<file path="src/lsu_defines.svh">
`ifndef LSU_DEFINES_SVH
`define LSU_DEFINES_SVH

// data and address width, fixed by rv32
`define LSU_XLEN 32

// destination register index width
`define LSU_REG_AW 5

// clint timer word addresses
// mtime low and high words
`define LSU_MTIME_LO 32'h0200_bff8
`define LSU_MTIME_HI 32'h0200_bffc

// mtimecmp low and high words
`define LSU_MTIMECMP_LO 32'h0200_4000
`define LSU_MTIMECMP_HI 32'h0200_4004

`endif

</file>
<file path="src/lsu_pkg.sv">
`include "lsu_defines.svh"

package lsu_pkg;

    // memory operation code from the pipeline
    typedef enum logic [3:0] {
        MEM_NONE = 4'd0,
        MEM_LB   = 4'd1,
        MEM_LBU  = 4'd2,
        MEM_LH   = 4'd3,
        MEM_LHU  = 4'd4,
        MEM_LW   = 4'd5,
        MEM_SB   = 4'd6,
        MEM_SH   = 4'd7,
        MEM_SW   = 4'd8,
        MEM_LR_W = 4'd9,
        MEM_SC_W = 4'd10,
        MEM_AMO  = 4'd11
    } mem_op_e;

    // amo sub-operation, only meaningful with MEM_AMO
    typedef enum logic [3:0] {
        AMO_SWAP = 4'd0,
        AMO_ADD  = 4'd1,
        AMO_XOR  = 4'd2,
        AMO_AND  = 4'd3,
        AMO_OR   = 4'd4,
        AMO_MIN  = 4'd5,
        AMO_MAX  = 4'd6,
        AMO_MINU = 4'd7,
        AMO_MAXU = 4'd8
    } amo_op_e;

    // one instruction, addr carries the alu result
    typedef struct packed {
        mem_op_e                 op;
        amo_op_e                 amo_op;
        logic [`LSU_XLEN-1:0]    addr;
        logic [`LSU_XLEN-1:0]    wdata;
        logic [`LSU_REG_AW-1:0]  rd_idx;
    } lsu_req_t;

    // decoded access kind
    // size_log: 0 byte, 1 half, 2 word
    typedef struct packed {
        logic       is_load;
        logic       is_store;
        logic       is_lr;
        logic       is_sc;
        logic       is_amo;
        logic [1:0] size_log;
        logic       is_signed;
    } lsu_dec_t;

    // single bus beat
    typedef struct packed {
        logic [`LSU_XLEN-1:0]   addr;
        logic                   we;
        logic [`LSU_XLEN/8-1:0] be;
        logic [`LSU_XLEN-1:0]   wdata;
    } bus_req_t;

    // writeback result
    typedef struct packed {
        logic [`LSU_XLEN-1:0]   rdata;
        logic [`LSU_REG_AW-1:0] rd_idx;
        logic                   misalign;
    } lsu_resp_t;

endpackage

</file>
<file path="src/lsu_decode.sv">
module lsu_decode (
    input  lsu_pkg::mem_op_e  op_i,
    output lsu_pkg::lsu_dec_t dec_o
);

    always_comb begin
        // unknown codes and NONE fall through as no access
        dec_o = '0;
        case (op_i)
            lsu_pkg::MEM_LB: begin
                dec_o.is_load   = 1'b1;
                dec_o.is_signed = 1'b1;
            end
            lsu_pkg::MEM_LBU: begin
                dec_o.is_load = 1'b1;
            end
            lsu_pkg::MEM_LH: begin
                dec_o.is_load   = 1'b1;
                dec_o.size_log  = 2'd1;
                dec_o.is_signed = 1'b1;
            end
            lsu_pkg::MEM_LHU: begin
                dec_o.is_load  = 1'b1;
                dec_o.size_log = 2'd1;
            end
            lsu_pkg::MEM_LW: begin
                dec_o.is_load  = 1'b1;
                dec_o.size_log = 2'd2;
            end
            lsu_pkg::MEM_SB: begin
                dec_o.is_store = 1'b1;
            end
            lsu_pkg::MEM_SH: begin
                dec_o.is_store = 1'b1;
                dec_o.size_log = 2'd1;
            end
            lsu_pkg::MEM_SW: begin
                dec_o.is_store = 1'b1;
                dec_o.size_log = 2'd2;
            end
            // atomics are always word sized
            lsu_pkg::MEM_LR_W: begin
                dec_o.is_lr    = 1'b1;
                dec_o.size_log = 2'd2;
            end
            lsu_pkg::MEM_SC_W: begin
                dec_o.is_sc    = 1'b1;
                dec_o.size_log = 2'd2;
            end
            lsu_pkg::MEM_AMO: begin
                dec_o.is_amo   = 1'b1;
                dec_o.size_log = 2'd2;
            end
            default: begin
                dec_o = '0;
            end
        endcase
    end

endmodule

</file>
<file path="src/lsu_lane.sv">
`include "lsu_defines.svh"

module lsu_lane (
    input  logic [`LSU_XLEN-1:0]   addr_i,
    input  lsu_pkg::lsu_dec_t      dec_i,
    input  logic [`LSU_XLEN-1:0]   wdata_i,
    input  logic [`LSU_XLEN-1:0]   rdata_i,
    output logic [`LSU_XLEN/8-1:0] be_o,
    output logic [`LSU_XLEN-1:0]   wdata_o,
    output logic [`LSU_XLEN-1:0]   rdata_o
);

    // byte offset inside the word
    logic [1:0]               ofs;
    logic [`LSU_XLEN/8-1:0]   be_base;
    // read word with the addressed lane moved to bit 0
    logic [`LSU_XLEN-1:0]     rd_shift;
    logic                     sign_b;
    logic                     sign_h;

    assign ofs = addr_i[1:0];

    // unshifted mask from access size
    always_comb begin
        case (dec_i.size_log)
            2'd0:    be_base = 4'b0001;
            2'd1:    be_base = 4'b0011;
            default: be_base = 4'b1111;
        endcase
    end

    assign be_o = be_base << ofs;

    // store data into its lanes, offset times eight
    assign wdata_o = wdata_i << {ofs, 3'b000};

    assign rd_shift = rdata_i >> {ofs, 3'b000};

    // sign bits only when the op asks for it
    assign sign_b = dec_i.is_signed & rd_shift[7];
    assign sign_h = dec_i.is_signed & rd_shift[15];

    always_comb begin
        case (dec_i.size_log)
            2'd0:    rdata_o = {{(`LSU_XLEN-8){sign_b}}, rd_shift[7:0]};
            2'd1:    rdata_o = {{(`LSU_XLEN-16){sign_h}}, rd_shift[15:0]};
            // word, untouched
            default: rdata_o = rdata_i;
        endcase
    end

endmodule

</file>
<file path="src/lsu_amo_alu.sv">
`include "lsu_defines.svh"

module lsu_amo_alu (
    input  lsu_pkg::amo_op_e     op_i,
    input  logic [`LSU_XLEN-1:0] mem_val_i,
    input  logic [`LSU_XLEN-1:0] src_i,
    output logic [`LSU_XLEN-1:0] result_o
);

    // old memory value below rs2
    logic lt_s;
    logic lt_u;

    assign lt_s = $signed(mem_val_i) < $signed(src_i);
    assign lt_u = mem_val_i < src_i;

    always_comb begin
        case (op_i)
            lsu_pkg::AMO_SWAP: result_o = src_i;
            lsu_pkg::AMO_ADD:  result_o = mem_val_i + src_i;
            lsu_pkg::AMO_XOR:  result_o = mem_val_i ^ src_i;
            lsu_pkg::AMO_AND:  result_o = mem_val_i & src_i;
            lsu_pkg::AMO_OR:   result_o = mem_val_i | src_i;
            // min/max keep the smaller or larger operand
            lsu_pkg::AMO_MIN:  result_o = lt_s ? mem_val_i : src_i;
            lsu_pkg::AMO_MAX:  result_o = lt_s ? src_i : mem_val_i;
            lsu_pkg::AMO_MINU: result_o = lt_u ? mem_val_i : src_i;
            lsu_pkg::AMO_MAXU: result_o = lt_u ? src_i : mem_val_i;
            // unknown op behaves like swap
            default:           result_o = src_i;
        endcase
    end

endmodule

</file>
<file path="src/lsu_seq.sv">
`include "lsu_defines.svh"

module lsu_seq (
    input  logic                   clk,
    input  logic                   rst,
    input  lsu_pkg::lsu_req_t      req_i,
    input  logic                   req_valid_i,
    output logic                   req_ready_o,
    output lsu_pkg::lsu_req_t      held_req_o,
    input  lsu_pkg::lsu_dec_t      dec_i,
    input  logic [`LSU_XLEN/8-1:0] be_i,
    input  logic [`LSU_XLEN-1:0]   wdata_i,
    input  logic [`LSU_XLEN-1:0]   ext_rdata_i,
    output logic [`LSU_XLEN-1:0]   lane_rdata_o,
    output lsu_pkg::lsu_resp_t     resp_o,
    output logic                   resp_valid_o,
    output lsu_pkg::bus_req_t      mem_o,
    output logic                   mem_valid_o,
    input  logic                   mem_ack_i,
    input  logic [`LSU_XLEN-1:0]   mem_rdata_i,
    output lsu_pkg::bus_req_t      clint_o,
    output logic                   clint_valid_o,
    input  logic                   clint_ack_i,
    input  logic [`LSU_XLEN-1:0]   clint_rdata_i
);

    typedef enum logic [2:0] {
        ST_IDLE, ST_READ, ST_CALC, ST_WRITE, ST_RESP
    } state_e;

    state_e               state_q;
    state_e               state_d;
    lsu_pkg::lsu_req_t    req_q;
    lsu_pkg::lsu_resp_t   resp_q;
    lsu_pkg::bus_req_t    beat;
    logic [`LSU_XLEN-1:0] amo_q;
    logic [`LSU_XLEN-1:0] alu_res;
    logic [`LSU_XLEN-1:0] res_addr_q;
    logic [`LSU_XLEN-1:0] skip_rdata;
    logic [`LSU_XLEN-1:0] word_addr;
    logic [`LSU_XLEN-1:0] bus_rdata;
    logic                 res_valid_q;
    logic                 accept;
    logic                 in_access;
    logic                 in_atomic;
    logic                 in_sc;
    logic                 in_write;
    logic                 in_misalign;
    logic                 in_skip;
    logic                 in_clear;
    logic                 sc_hit;
    logic                 atomic_q;
    logic                 to_clint;
    logic                 beat_on;
    logic                 bus_ack;
    logic                 rd_done;
    logic                 wr_done;

    assign req_ready_o = state_q == ST_IDLE;
    assign accept      = req_valid_i & req_ready_o;

    // classify the incoming op here since the decode only sees the held copy
    assign in_atomic = req_i.op inside {lsu_pkg::MEM_LR_W, lsu_pkg::MEM_SC_W, lsu_pkg::MEM_AMO};
    assign in_sc     = req_i.op == lsu_pkg::MEM_SC_W;
    assign in_write  = in_sc | (req_i.op inside {lsu_pkg::MEM_SB, lsu_pkg::MEM_SH,
                                                 lsu_pkg::MEM_SW});
    assign in_access = in_atomic | in_write | (req_i.op inside {lsu_pkg::MEM_LB,
                       lsu_pkg::MEM_LBU, lsu_pkg::MEM_LH, lsu_pkg::MEM_LHU, lsu_pkg::MEM_LW});
    assign in_misalign = in_atomic & (req_i.addr[1:0] != 2'b00);
    assign sc_hit      = res_valid_q & (res_addr_q == req_i.addr);
    // none, misaligned atomic or failed sc answer without a beat
    assign in_skip     = ~in_access | in_misalign | (in_sc & ~sc_hit);
    // stores, sc and amo drop the reservation
    assign in_clear    = in_write | (req_i.op == lsu_pkg::MEM_AMO);

    always_comb begin
        if (in_misalign) begin
            skip_rdata = '0;
        end else if (in_sc) begin
            skip_rdata = `LSU_XLEN'd1;
        end else begin
            // alu result passes through
            skip_rdata = req_i.addr;
        end
    end

    // timer only for plain accesses
    assign atomic_q  = dec_i.is_lr | dec_i.is_sc | dec_i.is_amo;
    assign word_addr = {req_q.addr[`LSU_XLEN-1:2], 2'b00};
    assign to_clint  = ~atomic_q & ((word_addr == `LSU_MTIME_LO) |
                       (word_addr == `LSU_MTIME_HI) | (word_addr == `LSU_MTIMECMP_LO) |
                       (word_addr == `LSU_MTIMECMP_HI));

    assign beat_on   = (state_q == ST_READ) | (state_q == ST_WRITE);
    assign bus_ack   = to_clint ? clint_ack_i : mem_ack_i;
    assign bus_rdata = to_clint ? clint_rdata_i : mem_rdata_i;
    assign rd_done   = (state_q == ST_READ) & bus_ack;
    assign wr_done   = (state_q == ST_WRITE) & bus_ack;

    always_comb begin
        state_d = state_q;
        case (state_q)
            ST_IDLE: begin
                if (accept) begin
                    state_d = in_skip ? ST_RESP : (in_write ? ST_WRITE : ST_READ);
                end
            end
            ST_READ:  if (bus_ack) state_d = dec_i.is_amo ? ST_CALC : ST_RESP;
            ST_CALC:  state_d = ST_WRITE;
            ST_WRITE: if (bus_ack) state_d = ST_RESP;
            ST_RESP:  state_d = ST_IDLE;
            default:  state_d = ST_IDLE;
        endcase
    end

    always_ff @(posedge clk or posedge rst) begin
        if (rst) begin
            state_q     <= ST_IDLE;
            res_valid_q <= 1'b0;
        end else begin
            state_q <= state_d;
            if (accept & in_clear) begin
                res_valid_q <= 1'b0;
            end else if (rd_done & dec_i.is_lr) begin
                res_valid_q <= 1'b1;
            end
        end
    end

    always_ff @(posedge clk) begin
        if (accept) begin
            req_q           <= req_i;
            resp_q.rd_idx   <= req_i.rd_idx;
            resp_q.misalign <= in_misalign;
            resp_q.rdata    <= skip_rdata;
        end
        if (rd_done & dec_i.is_lr) begin
            res_addr_q <= req_q.addr;
        end
        // word accesses come back unextended so amo keeps the old value here
        if (rd_done) begin
            resp_q.rdata <= ext_rdata_i;
        end
        if (state_q == ST_CALC) begin
            amo_q <= alu_res;
        end
        // sc success and stores return zero
        if (wr_done & ~dec_i.is_amo) begin
            resp_q.rdata <= '0;
        end
    end

    lsu_amo_alu lsu_amo_alu_i (
        .op_i      (req_q.amo_op),
        .mem_val_i (resp_q.rdata),
        .src_i     (req_q.wdata),
        .result_o  (alu_res)
    );

    // aligned word atomics get the full mask and word from the lanes
    // amo writes its computed word instead of rs2
    always_comb begin
        beat.addr  = req_q.addr;
        beat.we    = state_q == ST_WRITE;
        beat.be    = be_i;
        beat.wdata = dec_i.is_amo ? amo_q : wdata_i;
    end

    assign mem_o         = beat;
    assign clint_o       = beat;
    assign mem_valid_o   = beat_on & ~to_clint;
    assign clint_valid_o = beat_on & to_clint;
    assign lane_rdata_o  = bus_rdata;
    assign held_req_o    = req_q;
    assign resp_o        = resp_q;
    assign resp_valid_o  = state_q == ST_RESP;

endmodule

</file>
<file path="src/lsu_top.sv">
`include "lsu_defines.svh"

module lsu_top (
    input  logic                 clk,
    input  logic                 rst,
    input  lsu_pkg::lsu_req_t    req_i,
    input  logic                 req_valid_i,
    output logic                 req_ready_o,
    output lsu_pkg::lsu_resp_t   resp_o,
    output logic                 resp_valid_o,
    output lsu_pkg::bus_req_t    mem_o,
    output logic                 mem_valid_o,
    input  logic                 mem_ack_i,
    input  logic [`LSU_XLEN-1:0] mem_rdata_i,
    output lsu_pkg::bus_req_t    clint_o,
    output logic                 clint_valid_o,
    input  logic                 clint_ack_i,
    input  logic [`LSU_XLEN-1:0] clint_rdata_i
);

    // request held by the sequencer
    lsu_pkg::lsu_req_t      held_req;
    lsu_pkg::lsu_dec_t      dec;
    logic [`LSU_XLEN/8-1:0] lane_be;
    logic [`LSU_XLEN-1:0]   lane_wdata;
    // raw word in, extracted value out
    logic [`LSU_XLEN-1:0]   raw_rdata;
    logic [`LSU_XLEN-1:0]   ext_rdata;

    lsu_decode lsu_decode_i (
        .op_i  (held_req.op),
        .dec_o (dec)
    );

    lsu_lane lsu_lane_i (
        .addr_i  (held_req.addr),
        .dec_i   (dec),
        .wdata_i (held_req.wdata),
        .rdata_i (raw_rdata),
        .be_o    (lane_be),
        .wdata_o (lane_wdata),
        .rdata_o (ext_rdata)
    );

    lsu_seq lsu_seq_i (
        .clk           (clk),
        .rst           (rst),
        .req_i         (req_i),
        .req_valid_i   (req_valid_i),
        .req_ready_o   (req_ready_o),
        .held_req_o    (held_req),
        .dec_i         (dec),
        .be_i          (lane_be),
        .wdata_i       (lane_wdata),
        .ext_rdata_i   (ext_rdata),
        .lane_rdata_o  (raw_rdata),
        .resp_o        (resp_o),
        .resp_valid_o  (resp_valid_o),
        .mem_o         (mem_o),
        .mem_valid_o   (mem_valid_o),
        .mem_ack_i     (mem_ack_i),
        .mem_rdata_i   (mem_rdata_i),
        .clint_o       (clint_o),
        .clint_valid_o (clint_valid_o),
        .clint_ack_i   (clint_ack_i),
        .clint_rdata_i (clint_rdata_i)
    );

endmodule

</file>
<file path="config.mk">
export PLATFORM = sky130hd
export DESIGN_NAME = lsu_top
export DESIGN_NICKNAME = d
export VERILOG_FILES = /design/src/lsu_pkg.sv /design/src/lsu_decode.sv /design/src/lsu_lane.sv /design/src/lsu_amo_alu.sv /design/src/lsu_seq.sv /design/src/lsu_top.sv
export VERILOG_INCLUDE_DIRS = /design/src
export SDC_FILE = /design/constraint.sdc
export NUM_CORES = 1
export LEC_CHECK = 0
export ABC_AREA = 1
export BUFFER_PORTS_ARGS = -buffer_cell sky130_fd_sc_hd__buf_2
export CORE_MARGIN = 2
export CORE_UTILIZATION = 25
export CTS_CLUSTER_SIZE = 24
export DETAILED_ROUTE_END_ITERATION = 10
export MAX_ROUTING_LAYER = met4
export SYNTH_ARGS = -nofsm -noshare
export SYNTH_HDL_FRONTEND = slang
export SYNTH_SLANG_ARGS = --single-unit
</file>
<file path="constraint.sdc">
create_clock -name clk -period 5.35 [get_ports clk]
set_clock_uncertainty 0.15 [all_clocks]
set_input_delay 0.2675 -clock clk [delete_from_list [all_inputs] [get_ports clk]]
set_output_delay 0.2675 -clock clk [all_outputs]
set_load 0.005 [all_outputs]
</file>
==> impl_metrics.yaml <==
run_status:
  status: "completed"
power_and_ir_drop:
  p_total_mw: 8.86
  p_leak_nw: 8.70
  power.density_nw_per_um2: 471
  irDropWorstVdd_uv: 283
setup_path:
  worstReg2RegEnd: "lsu_seq_i.amo_q[22]"
  crit_path_end_kind: "register"
  crit-reg2reg-launch: "lsu_seq_i.resp_o[27]"
  r2r_cells: 16
  arrival_ps: 4300
  crit_required_ps: 5460
  crit_path_end: "lsu_seq_i.amo_q[22]"
  critPathKind: "reg2reg"
  critPathMaxFanout: 69
  crit_path_start_kind: "register"
  ff2ff_setup_slack_ps: 1160
  cp-startpoint: "lsu_seq_i.resp_o[27]"
logic_synthesis:
  synth_seq_cells: 178
  synth_cells: 2268
  ys.flop_type: "edfxtp_1"
  synth_largest_area_cell: "edfxtp_1"
  yosys.area_share.xor_xnor_pct: 0.780
  synth_cell_type_count: 51
  syn-num-nets: 2511
  synth.avg_cell_area_sq_um: 6.93
  synthSimpleGateAreaFrac_pct: 32.1
  synth_compound_area_share_pct: 13.6
  synth_area_leaders: "edfxtp_1 (27%), nand2_1 (14%), nand3_1 (7.7%)"
  synth_warnings: 0
  netlist_area_sq_um: 15700
  synth_enable_flop_cells: 142
  synth_top_family_by_area: "simple AND/OR/NAND/NOR gates"
  synthMuxAreaShare_pct: 0
  async_reset_ff_share_pct: 2.25
  synth_seq_area_share_pct: 31.9
  yosys.area.top_type_share_pct: 27.1
  synthAdderAreaFrac_pct: 7.77
finish:
  fin_area_sq_um: 18800
  layout-drive-gt1-share_pct: 17.1
  nFillCells: 6888
  nets: 2768
  area_growth_pct: 19.6
drt:
  drt_iter0_drc: 1583
  drc: 0
  routed_wirelength_um: 70700
  via_count: 16652
  drtPass1Iterations: 6
  wl_per_cell_um: 20.9
  ant_nets: 0
  via_per_inst: 4.92
clock_network:
  cts_buffers: 17
  path_clk_slew_ps: 80
  cts_root_buf: "clkbuf_16"
  cts.sinks: 178
  clk_path_buf_depth: 2
  worstSkewPairLatency_ps: 510
  cts_tree: "built"
  htreeDepth: 4
  cts-resized-gates: 0
sta:
  setup_viol: 0
  post-route-min-period_ps: 4190
  maxSlewViolCount: 0
  fmax_ghz: 0.238
  finalHoldViolCount: 0
  grt_setup_unrepaired: "no"
  tns_ps: 0
  fin_hold_ws_ps: 38.4
  final.period_utilization_pct: 78.4
  max-slew-margin-rel_pct: 41.9
  worst_slew_pin_slew_ps: 871
die:
  dieArea_sq_um: 64900
  fp.dieH_um: 255
  core-area_sq_um: 61900
  die_w_um: 255
  io_pins: 326
  start_util_pct: 25.4
  placementRows: 91
worst_hold_path:
  holdCritPathClass: "in2reg"
  hold_start: "mem_ack_i"
placed_design:
  dpl_cell_area_sq_um: 17400
  routabilityCongestion: 0.964
  dp.final_hpwl_um: 55600
  io_buffers: 325
global_route:
  grt-ovfl-total: 0
  grt_pass1_wl_um: 103000
  grtUsageTotal_pct: 22.2
  grt_pass1_vias: 16095
  grt_max_degree: 70
  antenna_found_initial: 7
job:
  cap_violations: 0
==> state kept, by name, indices dropped and copies added (netlist names) <==
| signal | flops |
|---|---|
| lsu_seq_i.clint_o | 32 |
| lsu_seq_i.amo_q | 32 |
| lsu_seq_i.res_addr_q | 32 |
| lsu_seq_i.held_req_o | 40 |
| lsu_seq_i.res_valid_q | 1 |
| lsu_seq_i.state_q | 3 |
| lsu_seq_i.resp_o | 38 |
==> cell type report <==
class | instances | area, sq um | share of cell area [%]
antenna | 7 | 17.5 | 0.0933
clock buffer | 26 | 531 | 2.82
clock inverter | 6 | 65.1 | 0.346
inverter | 264 | 993 | 5.29
multi-input combinational | 1639 | 8550 | 45.5
sequential | 178 | 5000 | 26.6
tap | 837 | 1050 | 5.58
timing repair buffer | 425 | 2580 | 13.7
==> power breakdown <==
part	internal (mW)	switching, mW	total (mW)
Combinational	1.60	3.49	5.09
Clock	0.733	0.613	1.35
Sequential	1.91	0.514	2.42
==> synthesized netlist by cell type, types with 2 or more instances <==
library cell	instances
a21o_1	4
a21oi_1	120
a221oi_1	15
a31oi_1	10
a32o_1	16
and2_1	8
buf_1	4
buf_2	23
buf_4	105
buf_6	9
clkbuf_1	44
clkbuf_2	2
clkinv_1	8
dfrtp_1	4
dfxtp_1	32
edfxtp_1	142
ha_1	96
inv_1	245
inv_2	11
nand2_1	606
nand2_2	11
nand2_4	5
nand3_1	242
nand3_2	2
nand3b_1	3
nand4_1	40
nor2_1	178
nor2_4	3
nor3_1	29
nor3_2	2
nor4_1	7
o2111ai_1	3
o211ai_1	15
o21a_1	11
o21ai_0	135
o21ai_1	8
o21bai_1	3
o22ai_1	26
or2_2	17
xnor2_1	8
xor2_1	6
==> metrics by stage <==
| stage | util, % | worst slack, ps | std cells |
|---|---|---|---|
| 4_1_cts | 30.3 | 1290 | 3375 |
| 5_1_grt | 30.3 | 879 | 3382 |
| 6_report | 30.3 | 1160 | 3382 |
| 2_1_floorplan | - | 1910 | 2268 |
| 3_5_place_dp | 28.0 | 1320 | 3263 |
| 3_3_place_gp | 28.0 | 1330 | 3263 |
==> cells by family (layout without fill, tap and decap cells) <==
group	Yosys count	in the layout
buffers and inverters	451	721
AO/OA/AOI/OAI	370	370
adder cells (fa/ha/maj)	97	97
flip-flops	178	178
AND/OR/NAND/NOR	1158	1158
XOR/XNOR	14	14
other	0	7
==> what timing repair did <==
action	CTS	global route
setup buffers	0	0
hold buffers	80	0
endpoints found under the hold margin	91	0
==> layer usage <==
metal / GRT usage [%] / up-vias / part of all wire (%)
li1: - / 7982 / -
met1: 25.2 / 7809 / 39
met2: 37.2 / 697 / 50
met3: 5.10 / 164 / 6.7
met4: 10.1 / 0 / 4.4
met5: - / - / 0
==> cell usage in the layout, fill, tap and decap left out, types with 6 or more instances in the layout <==
master           n
or2_2           17
a21oi_1        120
ha_1            96
clkinv_1         7
edfxtp_1       142
nand4_1         40
o21ai_0        135
a32o_1          16
nor2_1         176
nor3_1          27
o21ai_1          8
o211ai_1        15
nand2_1        606
dlygate4sd3_1   80
dfxtp_1         32
o21a_1          11
clkbuf_16       18
buf_4           20
inv_2           11
diode_2          7
xor2_1           6
nand2_2         11
a31oi_1         10
xnor2_1          8
a221oi_1        15
buf_2          325
nand3_1        242
nor4_1           7
o22ai_1         26
inv_1          245
and2_1           8
==> worst min path at each step <==
stage / end / slack (ps) / depth (start not counted)
CTS: lsu_seq_i.state_q[1] / 20 / 6
finish: lsu_seq_i.state_q[1] / 40 / 6
floorplan: lsu_seq_i.res_valid_q / -120 / 1
global route: lsu_seq_i.resp_o[8] / 60 / 5
detailed placement: lsu_seq_i.state_q[0] / 40 / 2
global placement: lsu_seq_i.state_q[0] / 50 / 2
==> critical path: stages (launching register included) <==
cell and delay (ps):
dfxtp_1 550, inv_1 200, ha_1 530, inv_1 140, a21oi_1 150, o21a_1 130, a21oi_1 110, nor2_4 360
nand2_4 490, nand2_2 290, nand2_4 160, nand2_2 110, nand2_4 200, nand2_1 120, nand2_1 50, nor2_1 120
nor2_1 40
Power figures use the tool's default switching activity.
